--- config.mk ---
export PLATFORM = sky130hd
export DESIGN_NAME = armCore
export DESIGN_NICKNAME = d
export VERILOG_FILES = /design/src/rtl/armIsaPkg.sv /design/src/rtl/armPipePkg.sv /design/src/rtl/fetchStage.sv /design/src/rtl/decodeStage.sv /design/src/rtl/executeStage.sv /design/src/rtl/memoryStage.sv /design/src/rtl/armCore.sv
export SDC_FILE = /design/constraint.sdc
export NUM_CORES = 1
export LEC_CHECK = 0
export ABC_AREA = 1
export CELL_PAD_IN_SITES_DETAIL_PLACEMENT = 0
export CELL_PAD_IN_SITES_GLOBAL_PLACEMENT = 1
export CORE_MARGIN = 3
export CORE_UTILIZATION = 29
export CTS_CLUSTER_SIZE = 8
export DETAILED_ROUTE_END_ITERATION = 7
export DONT_BUFFER_PORTS = 1
export MAX_ROUTING_LAYER = met4
export PLACE_DENSITY = 0.54
export SLEW_MARGIN = 15
export SYNTH_ARGS = -nofsm -noshare
export SYNTH_HDL_FRONTEND = slang
export SYNTH_HIERARCHICAL = 1
export SYNTH_SLANG_ARGS = --single-unit
--- constraint.sdc ---
create_clock -name clk -period 3.94 [get_ports clk]
set_clock_uncertainty 0.2 [all_clocks]
set_input_delay 0 -clock clk [delete_from_list [all_inputs] [get_ports clk]]
set_output_delay 0 -clock clk [all_outputs]
set_load 0.1 [all_outputs]
--- src/rtl/armIsaPkg.sv ---
package armIsaPkg;

  typedef logic [2:0] aluCtrlT;
  typedef logic [3:0] condT;
  typedef logic [3:0] flagsT;

  // Instruction field positions
  localparam int condMsb = 31;
  localparam int condLsb = 28;
  localparam int classMsb = 27;
  localparam int classLsb = 26;
  localparam int immBit = 25;
  localparam int opcodeMsb = 24;
  localparam int opcodeLsb = 21;
  localparam int loadBit = 20;
  localparam int rnMsb = 19;
  localparam int rnLsb = 16;
  localparam int rdMsb = 15;
  localparam int rdLsb = 12;
  localparam int rmMsb = 3;
  localparam int rmLsb = 0;
  localparam int imm8Msb = 7;
  localparam int imm12Msb = 11;
  localparam int imm24Msb = 23;

  // Flag bit positions inside flagsT
  localparam int flagN = 3;
  localparam int flagZ = 2;
  localparam int flagC = 1;
  localparam int flagV = 0;

  localparam condT condEq = 4'b0000;
  localparam condT condNe = 4'b0001;
  localparam condT condGe = 4'b1010;
  localparam condT condLt = 4'b1011;
  localparam condT condAl = 4'b1110;

  localparam logic [3:0] opAnd = 4'b0000;
  localparam logic [3:0] opSub = 4'b0010;
  localparam logic [3:0] opAdd = 4'b0100;
  localparam logic [3:0] opCmp = 4'b1010;
  localparam logic [3:0] opOrr = 4'b1100;
  localparam logic [3:0] opMov = 4'b1101;

  localparam logic [1:0] classData = 2'b00;
  localparam logic [1:0] classMem = 2'b01;
  localparam logic [1:0] classBranch = 2'b10;

  localparam aluCtrlT aluAdd = 3'd0;
  localparam aluCtrlT aluSub = 3'd1;
  localparam aluCtrlT aluAnd = 3'd2;
  localparam aluCtrlT aluOrr = 3'd3;
  localparam aluCtrlT aluPassB = 3'd4;

  // MOV r0, r0 decodes as a pure bubble
  localparam logic [31:0] nopInstr = 32'he1a0_0000;

endpackage

--- src/rtl/armPipePkg.sv ---
package armPipePkg;

  localparam int dataWidth = 32;
  localparam int regAddrWidth = 4;

  // R15 is not part of the register file
  localparam int regCount = 15;

  typedef logic [regAddrWidth-1:0] regAddrT;
  typedef logic [dataWidth-1:0] wordT;

  localparam wordT resetPc = '0;
  localparam wordT pcStep = 32'd4;
  localparam wordT pcAhead = 32'd8;

  // Instructions behind a taken branch that get squashed
  localparam int branchPenalty = 2;

endpackage

--- src/rtl/fetchStage.sv ---
`timescale 1ns/100ps

module fetchStage
  import armPipePkg::*;
  import armIsaPkg::*;
(
  input  logic clk,
  input  logic rst,
  input  wordT instruction,
  input  logic branchTaken,
  input  wordT branchTarget,
  output wordT pc,
  output wordT instrD,
  output wordT pcPlus8D
);

  wordT pcNext;

  // Redirect wins over sequential fetch
  assign pcNext = branchTaken ? branchTarget : pc + pcStep;

  always_ff @(posedge clk) begin
    if (rst) begin
      pc <= resetPc;
    end else begin
      pc <= pcNext;
    end
  end

  // IF/ID instruction, squashed to a NOP behind a taken branch
  always_ff @(posedge clk) begin
    if (rst || branchTaken) begin
      instrD <= nopInstr;
    end else begin
      instrD <= instruction;
    end
  end

  // Architectural PC value seen by the instruction in decode
  always_ff @(posedge clk) begin
    pcPlus8D <= pc + pcAhead;
  end

  // Targets come from execute, so alignment depends on the offset scaling there
  pcAligned: assert property (
    @(posedge clk) disable iff (rst)
    pc[1:0] == 2'b00
  ) else $error("fetch: misaligned pc %h", pc);

endmodule

--- src/rtl/decodeStage.sv ---
`timescale 1ns/100ps

module decodeStage
  import armPipePkg::*;
  import armIsaPkg::*;
(
  input  logic    clk,
  input  logic    rst,
  input  wordT    instrD,
  input  wordT    pcPlus8D,
  input  logic    branchTaken,
  input  wordT    resultW,
  input  regAddrT waW,
  input  logic    regWriteW,
  output wordT    rd1E,
  output wordT    rd2E,
  output wordT    immE,
  output regAddrT waE,
  output aluCtrlT aluCtrlE,
  output condT    condE,
  output logic    aluSrcE,
  output logic    regWriteE,
  output logic    memWriteE,
  output logic    memToRegE,
  output logic    flagWriteE,
  output logic    branchE
);

  wordT regFile [regCount];

  logic [1:0] opClass;
  logic [3:0] opcode;
  regAddrT ra1, ra2, rdField;
  wordT rd1Reg, rd2Reg, rd1D, immD;
  aluCtrlT aluCtrlD;
  logic aluSrcD, regWriteD, memWriteD, memToRegD, flagWriteD, branchD;

  assign opClass = instrD[classMsb:classLsb];
  assign opcode = instrD[opcodeMsb:opcodeLsb];
  assign rdField = instrD[rdMsb:rdLsb];
  assign ra1 = instrD[rnMsb:rnLsb];
  // Stores read their data register through the second port
  assign ra2 = (opClass == classMem) ? rdField : instrD[rmMsb:rmLsb];

  always_ff @(posedge clk) begin
    if (regWriteW) begin
      regFile[waW] <= resultW;
    end
  end

  // Write-through from writeback in the same cycle
  assign rd1Reg = (regWriteW && waW == ra1) ? resultW : regFile[ra1];
  assign rd2Reg = (regWriteW && waW == ra2) ? resultW : regFile[ra2];

  // Branch target is formed in the ALU from PC+8
  assign rd1D = branchD ? pcPlus8D : rd1Reg;

  always_comb begin
    aluCtrlD = aluAdd;
    aluSrcD = 1'b0;
    regWriteD = 1'b0;
    memWriteD = 1'b0;
    memToRegD = 1'b0;
    flagWriteD = 1'b0;
    branchD = 1'b0;
    case (opClass)
      classData: begin
        aluSrcD = instrD[immBit];
        regWriteD = 1'b1;
        case (opcode)
          opAdd: aluCtrlD = aluAdd;
          opSub: aluCtrlD = aluSub;
          opAnd: aluCtrlD = aluAnd;
          opOrr: aluCtrlD = aluOrr;
          opMov: aluCtrlD = aluPassB;
          opCmp: begin
            aluCtrlD = aluSub;
            regWriteD = 1'b0;
            flagWriteD = 1'b1;
          end
          default: regWriteD = 1'b0;
        endcase
      end
      classMem: begin
        aluSrcD = 1'b1;
        if (instrD[loadBit]) begin
          regWriteD = 1'b1;
          memToRegD = 1'b1;
        end else begin
          memWriteD = 1'b1;
        end
      end
      classBranch: begin
        aluSrcD = 1'b1;
        branchD = 1'b1;
      end
      default: ;
    endcase
    // R15 is never a destination
    if (rdField == 4'd15) begin
      regWriteD = 1'b0;
    end
    if (instrD == nopInstr) begin
      regWriteD = 1'b0;
      memWriteD = 1'b0;
      memToRegD = 1'b0;
      flagWriteD = 1'b0;
      branchD = 1'b0;
    end
  end

  always_comb begin
    case (opClass)
      classMem: immD = {20'b0, instrD[imm12Msb:0]};
      // Word offset scaled to bytes
      classBranch: immD = {{6{instrD[imm24Msb]}}, instrD[imm24Msb:0], 2'b00};
      default: immD = {24'b0, instrD[imm8Msb:0]};
    endcase
  end

  // ID/EX control, bubbled behind a taken branch
  always_ff @(posedge clk) begin
    if (rst || branchTaken) begin
      regWriteE <= 1'b0;
      memWriteE <= 1'b0;
      memToRegE <= 1'b0;
      flagWriteE <= 1'b0;
      branchE <= 1'b0;
    end else begin
      regWriteE <= regWriteD;
      memWriteE <= memWriteD;
      memToRegE <= memToRegD;
      flagWriteE <= flagWriteD;
      branchE <= branchD;
    end
  end

  // ID/EX payload
  always_ff @(posedge clk) begin
    rd1E <= rd1D;
    rd2E <= rd2Reg;
    immE <= immD;
    waE <= rdField;
    aluCtrlE <= aluCtrlD;
    aluSrcE <= aluSrcD;
    condE <= instrD[condMsb:condLsb];
  end

  // Destination filtering here must hold all the way to writeback
  noPcWrite: assert property (
    @(posedge clk) disable iff (rst)
    regWriteW |-> waW != 4'd15
  ) else $error("decode: writeback targets r15");

endmodule

--- src/rtl/executeStage.sv ---
`timescale 1ns/100ps

module executeStage
  import armPipePkg::*;
  import armIsaPkg::*;
(
  input  logic    clk,
  input  logic    rst,
  input  wordT    rd1E,
  input  wordT    rd2E,
  input  wordT    immE,
  input  regAddrT waE,
  input  aluCtrlT aluCtrlE,
  input  logic    aluSrcE,
  input  logic    regWriteE,
  input  logic    memWriteE,
  input  logic    memToRegE,
  input  logic    flagWriteE,
  input  logic    branchE,
  input  condT    condE,
  output logic    branchTaken,
  output wordT    branchTarget,
  output wordT    aluOutM,
  output wordT    writeDataM,
  output regAddrT waM,
  output logic    regWriteM,
  output logic    memWriteM,
  output logic    memToRegM
);

  wordT srcB, bOperand, aluResult;
  logic [dataWidth:0] sum;
  logic isSub;
  flagsT flags, aluFlags;
  logic condPass;

  assign srcB = aluSrcE ? immE : rd2E;
  assign isSub = (aluCtrlE == aluSub);

  // Subtract as a + ~b + 1 so carry means no borrow
  assign bOperand = isSub ? ~srcB : srcB;
  assign sum = {1'b0, rd1E} + {1'b0, bOperand} + {{dataWidth{1'b0}}, isSub};

  always_comb begin
    case (aluCtrlE)
      aluAdd, aluSub: aluResult = sum[dataWidth-1:0];
      aluAnd: aluResult = rd1E & srcB;
      aluOrr: aluResult = rd1E | srcB;
      aluPassB: aluResult = srcB;
      default: aluResult = '0;
    endcase
  end

  always_comb begin
    aluFlags[flagN] = aluResult[dataWidth-1];
    aluFlags[flagZ] = (aluResult == '0);
    aluFlags[flagC] = sum[dataWidth];
    // Signed overflow when operand signs agree but the result's differs
    aluFlags[flagV] = (rd1E[dataWidth-1] == bOperand[dataWidth-1])
                      && (sum[dataWidth-1] != rd1E[dataWidth-1]);
  end

  always_comb begin
    case (condE)
      condEq: condPass = flags[flagZ];
      condNe: condPass = !flags[flagZ];
      condGe: condPass = (flags[flagN] == flags[flagV]);
      condLt: condPass = (flags[flagN] != flags[flagV]);
      condAl: condPass = 1'b1;
      default: condPass = 1'b0;
    endcase
  end

  always_ff @(posedge clk) begin
    if (rst) begin
      flags <= '0;
    end else if (flagWriteE && condPass) begin
      flags <= aluFlags;
    end
  end

  assign branchTaken = branchE && condPass;
  assign branchTarget = aluResult;

  // EX/MEM control, dropped when the condition fails
  always_ff @(posedge clk) begin
    if (rst) begin
      regWriteM <= 1'b0;
      memWriteM <= 1'b0;
      memToRegM <= 1'b0;
    end else begin
      regWriteM <= regWriteE && condPass;
      memWriteM <= memWriteE && condPass;
      memToRegM <= memToRegE && condPass;
    end
  end

  always_ff @(posedge clk) begin
    aluOutM <= aluResult;
    writeDataM <= rd2E;
    waM <= waE;
  end

  // The flushed slots reach execute as bubbles and cannot redirect again
  branchFlush: assert property (
    @(posedge clk) disable iff (rst)
    branchTaken |-> branchE ##1 (!branchTaken) [*branchPenalty]
  ) else $error("execute: redirect from a flushed slot");

endmodule

--- src/rtl/memoryStage.sv ---
`timescale 1ns/100ps

module memoryStage
  import armPipePkg::*;
(
  input  logic    clk,
  input  logic    rst,
  input  wordT    aluOutM,
  input  wordT    writeDataM,
  input  regAddrT waM,
  input  logic    regWriteM,
  input  logic    memWriteM,
  input  logic    memToRegM,
  input  wordT    readData,
  output wordT    dataAddr,
  output wordT    writeData,
  output logic    memWrite,
  output wordT    resultW,
  output regAddrT waW,
  output logic    regWriteW
);

  wordT readDataW, aluOutW;
  logic memToRegW;

  // Data memory answers in the same cycle
  assign dataAddr = aluOutM;
  assign writeData = writeDataM;
  assign memWrite = memWriteM;

  always_ff @(posedge clk) begin
    if (rst) begin
      regWriteW <= 1'b0;
      memToRegW <= 1'b0;
    end else begin
      regWriteW <= regWriteM;
      memToRegW <= memToRegM;
    end
  end

  always_ff @(posedge clk) begin
    readDataW <= readData;
    aluOutW <= aluOutM;
    waW <= waM;
  end

  // Load data or ALU result back to the register file
  assign resultW = memToRegW ? readDataW : aluOutW;

  // Store strobe is built from control in every earlier stage
  memWriteKnown: assert property (
    @(posedge clk) disable iff (rst)
    !$isunknown(memWrite)
  ) else $error("memory: memWrite is unknown");

endmodule

--- src/rtl/armCore.sv ---
`timescale 1ns/100ps

module armCore
  import armPipePkg::*;
  import armIsaPkg::*;
(
  input  logic clk,
  input  logic rst,
  input  wordT instruction,
  input  wordT readData,
  output wordT pc,
  output wordT dataAddr,
  output wordT writeData,
  output logic memWrite
);

  wordT instrD, pcPlus8D;
  wordT rd1E, rd2E, immE;
  regAddrT waE, waM, waW;
  aluCtrlT aluCtrlE;
  condT condE;
  logic aluSrcE, regWriteE, memWriteE, memToRegE, flagWriteE, branchE;
  logic branchTaken;
  wordT branchTarget;
  wordT aluOutM, writeDataM;
  logic regWriteM, memWriteM, memToRegM;
  wordT resultW;
  logic regWriteW;

  fetchStage stageFetch (
    .clk(clk),
    .rst(rst),
    .instruction(instruction),
    .branchTaken(branchTaken),
    .branchTarget(branchTarget),
    .pc(pc),
    .instrD(instrD),
    .pcPlus8D(pcPlus8D)
  );

  decodeStage stageDecode (
    .clk(clk),
    .rst(rst),
    .instrD(instrD),
    .pcPlus8D(pcPlus8D),
    .branchTaken(branchTaken),
    .resultW(resultW),
    .waW(waW),
    .regWriteW(regWriteW),
    .rd1E(rd1E),
    .rd2E(rd2E),
    .immE(immE),
    .waE(waE),
    .aluCtrlE(aluCtrlE),
    .condE(condE),
    .aluSrcE(aluSrcE),
    .regWriteE(regWriteE),
    .memWriteE(memWriteE),
    .memToRegE(memToRegE),
    .flagWriteE(flagWriteE),
    .branchE(branchE)
  );

  executeStage stageExecute (
    .clk(clk),
    .rst(rst),
    .rd1E(rd1E),
    .rd2E(rd2E),
    .immE(immE),
    .waE(waE),
    .aluCtrlE(aluCtrlE),
    .aluSrcE(aluSrcE),
    .regWriteE(regWriteE),
    .memWriteE(memWriteE),
    .memToRegE(memToRegE),
    .flagWriteE(flagWriteE),
    .branchE(branchE),
    .condE(condE),
    .branchTaken(branchTaken),
    .branchTarget(branchTarget),
    .aluOutM(aluOutM),
    .writeDataM(writeDataM),
    .waM(waM),
    .regWriteM(regWriteM),
    .memWriteM(memWriteM),
    .memToRegM(memToRegM)
  );

  memoryStage stageMemory (
    .clk(clk),
    .rst(rst),
    .aluOutM(aluOutM),
    .writeDataM(writeDataM),
    .waM(waM),
    .regWriteM(regWriteM),
    .memWriteM(memWriteM),
    .memToRegM(memToRegM),
    .readData(readData),
    .dataAddr(dataAddr),
    .writeData(writeData),
    .memWrite(memWrite),
    .resultW(resultW),
    .waW(waW),
    .regWriteW(regWriteW)
  );

endmodule

Word level (Yosys, flattened, before mapping). Memory sizes are Yosys's and may differ from the RTL's. A register that Yosys moved wholly into a read port is not among the register bits. Cells that the tools add are included.

Output and inout port bits: 97. Word-level logic and storage cells: 101. Bits in registers: 322. Memories kept: 1. Memory bits (writable): 480. Bits of input ports: 66.

Muxes and demuxes: 22. $add $sub $neg: 4. Bitwise gates (word level): 5. Equality and inequality tests: 22. Reduce and logical (&&, ||, !) cells: 21.

Memories: stageDecode.regFile (depth 15, width 32, rd ports 2, clocked after memory_dff 2, write ports 1, line decodeStage.sv:29) `wordT regFile [regCount];`.

Operator list (count): $mux W32 (6); $pmux W32 S4 (1); $pmux W32 S2 (1); $add A32 B32 Y33 (1); $add A33 B1 Y33 (1); $add A32 B3 Y32 const B (1); $add A32 B4 Y32 const B (1); $and A32 B32 Y32 (1); $eq A32 B32 Y1 const B (1); $logic_not A32 Y1 (1); $not A32 Y32 (1); $or A32 B32 Y32 (1); $eq A4 B4 Y1 const B (7); $pmux W3 S4 (1); $reduce_or A3 Y1 (3); $logic_not A4 Y1 (2); $mux W1 (8); $mux W4 (2); $logic_and A1 B1 Y1 (7); $eq A3 B2 Y1 const B (2); $reduce_or A2 Y1 (3); $pmux W1 S5 (1); $reduce_or A5 Y1 (1); $eq A4 B1 Y1 const B (1); 15 further kinds (19).

Longest topological paths before layout.
Depth after elaboration: 7. Gate-level depth with buffers: 32. Gate-level depth less buffers: 30.

Modules after synthesis. Netlist, hierarchy kept.

By module, submodules not included: decodeStage (cells each 3048, times used 1, area each 27191.1 um^2, seq. area each 15995.3 um^2); executeStage (cells each 975, times used 1, area each 5815.6 um^2, seq. area each 1481.4 um^2); fetchStage (cells each 555, times used 1, area each 4107.7 um^2, seq. area each 1921.8 um^2); memoryStage (cells each 243, times used 1, area each 2396.0 um^2, seq. area each 1401.3 um^2).

Worst setup path after synthesis. OpenSTA, ideal clock, no wires.

Path type: register to register. Start: register (tool-made name). End: register stageFetch.pc[31]. Arrival time: 3225 ps. Clock period less this slack: 3533 ps. Data required time: 3631 ps. Slack: 407 ps. Stages on the path, launching flop included: 28. Path buffers: 4. Setup time: 109 ps. Cells stage by stage: dfxtp_1 buf_4 buf_6 buf_2 a21oi_1 o21ai_0 nand2_1 a21boi_0 o21ai_0 inv_1 o21ai_0 xor2_1 ha_1 nand2_1 inv_1 a21oi_1 inv_1 a21oi_1 nand2_2 nand2_2 nand3_1 nand3_2 nand2_2 buf_4 nor2_1 nor2_1 nand2_1 inv_1.

RTL lines: to (signal assigned) (line fetchStage.sv:24) `pc <= resetPc;`; to (signal assigned) (line fetchStage.sv:26) `pc <= pcNext;`; to (decl) (line fetchStage.sv:12) `output wordT pc,`.

==> results.py <==
metrics = {
    "outcome": {
        "run_status": "complete, but fails checks",
        "violations": "negative hold slack, negative setup slack",
    },
    "routing": {
        "dr.pass1.iters": 6,
        "ant_nets": 0,
        "wl_um": 168000,
        "detail_route.iter0.violations": 2697,
        "avgViaCountPerCell": 4.90,
        "via_count": 34700,
        "drc": 0,
        "wl_per_cell_um": 23.7,
    },
    "place": {
        "dp_hpwl_um": 109000,
        "dp_cells": 6681,
        "gp_congestion": 0.929,
        "io_buffers": 0,
    },
    "sta": {
        "period_minus_slack_ns": 4.23,
        "rsz0062_at_grt": "yes",
        "max_slew.worst_pin.slew_ns": 1.16,
        "hold_violations": 10,
        "final_max_slew_viol_count": 0,
        "holdWs_ns": -0.838,
        "setup_ws_ns": -0.293,
        "max_freq_mhz": 236,
        "setup_viol": 28,
        "finalCritPeriodShare_pct": 107,
        "slew-limit-headroom_pct": 22.7,
    },
    "flow_run": {
        "drv_cap": 0,
    },
    "final_layout": {
        "drive_gt1_share_pct": 18.7,
        "regMostFlops": "stageDecode/regFile",
        "syn_to_final_growth_pct": 28.3,
        "layout.nets": 5368,
        "largest_register_ffs": 480,
        "final_cells": 7086,
        "final_util_pct": 37.7,
        "final_common_cell": "nand2_1",
        "final_cell_mix": "1,301 x nand2_1, 522 x nand3_1, 480 x edfxtp_1",
    },
    "cts": {
        "cts_buffers": 111,
        "clockBufferDepth": 3,
        "cts-root-buf": "clkbuf_16",
        "clk_latency_ns": 0.72,
        "cts_tree": "yes",
        "h-tree-depth": 3,
        "clk_pin_slew_worst_paths_ns": 0.05,
        "cts_sinks": 799,
        "cts-hold-fix-buffers": 173,
    },
    "global_route": {
        "grt_first_pass_wirelength_um": 240000,
        "antenna_found_initial": 6,
        "grt_max_degree": 111,
        "grt_usage_pct": 23.9,
        "first_global_vias": 34000,
        "grt_overflow": 0,
    },
    "synth": {
        "synth_nets": 4929,
        "synth-async-reset-ratio_pct": 0,
        "synth-seq-cells": 799,
        "ys_seq_area_share_pct": 52.6,
        "synth.lib_cells_used.distinct": 49,
        "ys_dominant_reg_cell": "edfxtp_1",
        "synth_edf_count": 480,
        "syn_inst": 4821,
        "yosys_warnings": 6,
        "syn_area_per_cell_um2": 8.20,
        "netlist_area_um2": 39500,
    },
    "setup_path": {
        "worstPathArrival_ns": 4.67,
        "endpoint_kind": "register",
        "crit_slowest_cell": "dfxtp_4",
        "start_kind": "register",
        "cp_slowest_stage_delay_ns": 0.46,
        "crit_fanout": 11,
        "critPathKind": "reg -> reg",
        "critPathRequiredTime_ns": 4.38,
        "crit_path_frequent_cell": "buf_4",
    },
    "floorplanning": {
        "dieArea_um2": 141000,
        "ios": 163,
        "num_rows": 134,
        "die_h_um": 375,
        "initial_utilization_pct": 29.4,
        "core_area_um2": 134000,
        "fp.dieW_um": 375,
    },
    "power": {
        "irDropWorstVdd_v": 0.000499,
        "leakagePower_nw": 21.9,
        "p_per_area_nw_per_um2": 553,
    },
    "min_path": {
        "holdCritPathClass": "in -> reg",
    },
}
-- cell usage after synthesis (10+ instances only) --
cell type / number / share of area [%]
edfxtp_1: 480 / 36
nor2_1: 406 / 3.9
nand2_2: 27 / 0.43
a22oi_1: 28 / 0.53
inv_2: 11 / 0.10
clkbuf_1: 74 / 0.70
buf_6: 18 / 0.51
o221ai_1: 26 / 0.58
nand3_1: 539 / 6.8
ha_1: 41 / 1.3
a21oi_1: 200 / 2.5
buf_4: 87 / 1.7
o22ai_1: 17 / 0.27
nand2_1: 1416 / 13
xor2_1: 59 / 1.3
or2_2: 24 / 0.38
dfxtp_1: 319 / 16
nand3b_1: 12 / 0.23
o211ai_1: 45 / 0.86
nor2_4: 10 / 0.29
inv_1: 484 / 4.6
buf_2: 126 / 1.6
nand4_1: 10 / 0.16
buf_1: 14 / 0.13
o21ai_0: 264 / 3.3
nor2_2: 13 / 0.21
-- cell type report --
class	instances	area, µm²
antenna	1	2.50
clock buffer	166	3060
clock inverter	4	52.6
fill	13600	83600
inverter	499	1910
multi-input combinational	3200	16100
sequential	799	20800
tap	1768	2210
timing repair buffer	648	6470
timing repair inverter	1	8.76
-- per-layer routing --
metal,wire (µm),track usage (%),up-vias
met2,81300,39.7,1132
met1,73500,30.6,16800
met3,8970,3.03,233
met5,0,-,-
met4,4170,6.70,0
li1,-,-,16500
-- through the flow --
step           power (W)  setup TNS [ns]  setup WS [ns]  instance area (µm²)
2_1_floorplan     0.0153               0          0.407                39500
3_3_place_gp      0.0184          -11.89         -0.747                43700
3_5_place_dp      0.0183          -12.18         -0.721                43700
4_1_cts           0.0278           -3.45         -0.332                49600
5_1_grt           0.0291          -11.58         -0.547                50700
6_report          0.0280           -2.92         -0.293                50700
-- report_power, final --
group | leakage [nW] | total, W | switching, W | internal, W
clock network | 1.50 | 0.00892 | 0.00369 | 0.00524
logic | 13.4 | 0.00698 | 0.00455 | 0.00243
registers | 6.99 | 0.0121 | 0.00199 | 0.0101
-- final timing paths --
| path | startpoint | end | slack, ns | cells past startpoint |
|---|---|---|---|---|
| worst max-delay path | register | stageExecute/flags[2] | -0.29 | 28 |
| worst min-delay path | rst | stageExecute/flags[0] | -0.84 | 1 |
| worst max register to register | register | stageExecute/flags[2] | -0.29 | 28 |
| worst min register to register | stageExecute/waM[3] | stageMemory/waW[3] | 0.11 | 0 |
-- cell families (layout without fill, tap and decap cells) --
kind of cell             Yosys count  count (layout)  synth area share [%]
AO/OA/AOI/OAI                    604             604                  8.51
other                              0               1                     0
flip-flops                       799             799                  52.6
AND/OR/NAND/NOR                 2485            2485                  26.4
XOR/XNOR                          66              66                  1.48
adder cells (fa/ha/maj)           42              42                  1.35
buffers and inverters            822            1318                  9.53
multiplexers                       3               3                0.0760
-- worst max-delay path, delay by kind of cell, from the launching register on --
family | cells | cell delay [ns]
xor gates and xnor gates | 1 | 0.16
buffers and inverters | 9 | 1.15
adders and majority gates | 1 | 0.29
DFF | 1 | 0.46
and+or+nand+nor | 10 | 1.03
AOI/OAI and AO/OA | 7 | 0.83
-- what timing repair did --
action,CTS,global route
resized for setup,178,228
gates cloned,9,7
buffers inserted,24,21
setup endpoints to repair,40,83
pin swaps,21,77
endpoints found under the hold margin,109,10
Power figures use the tool's default switching activity.
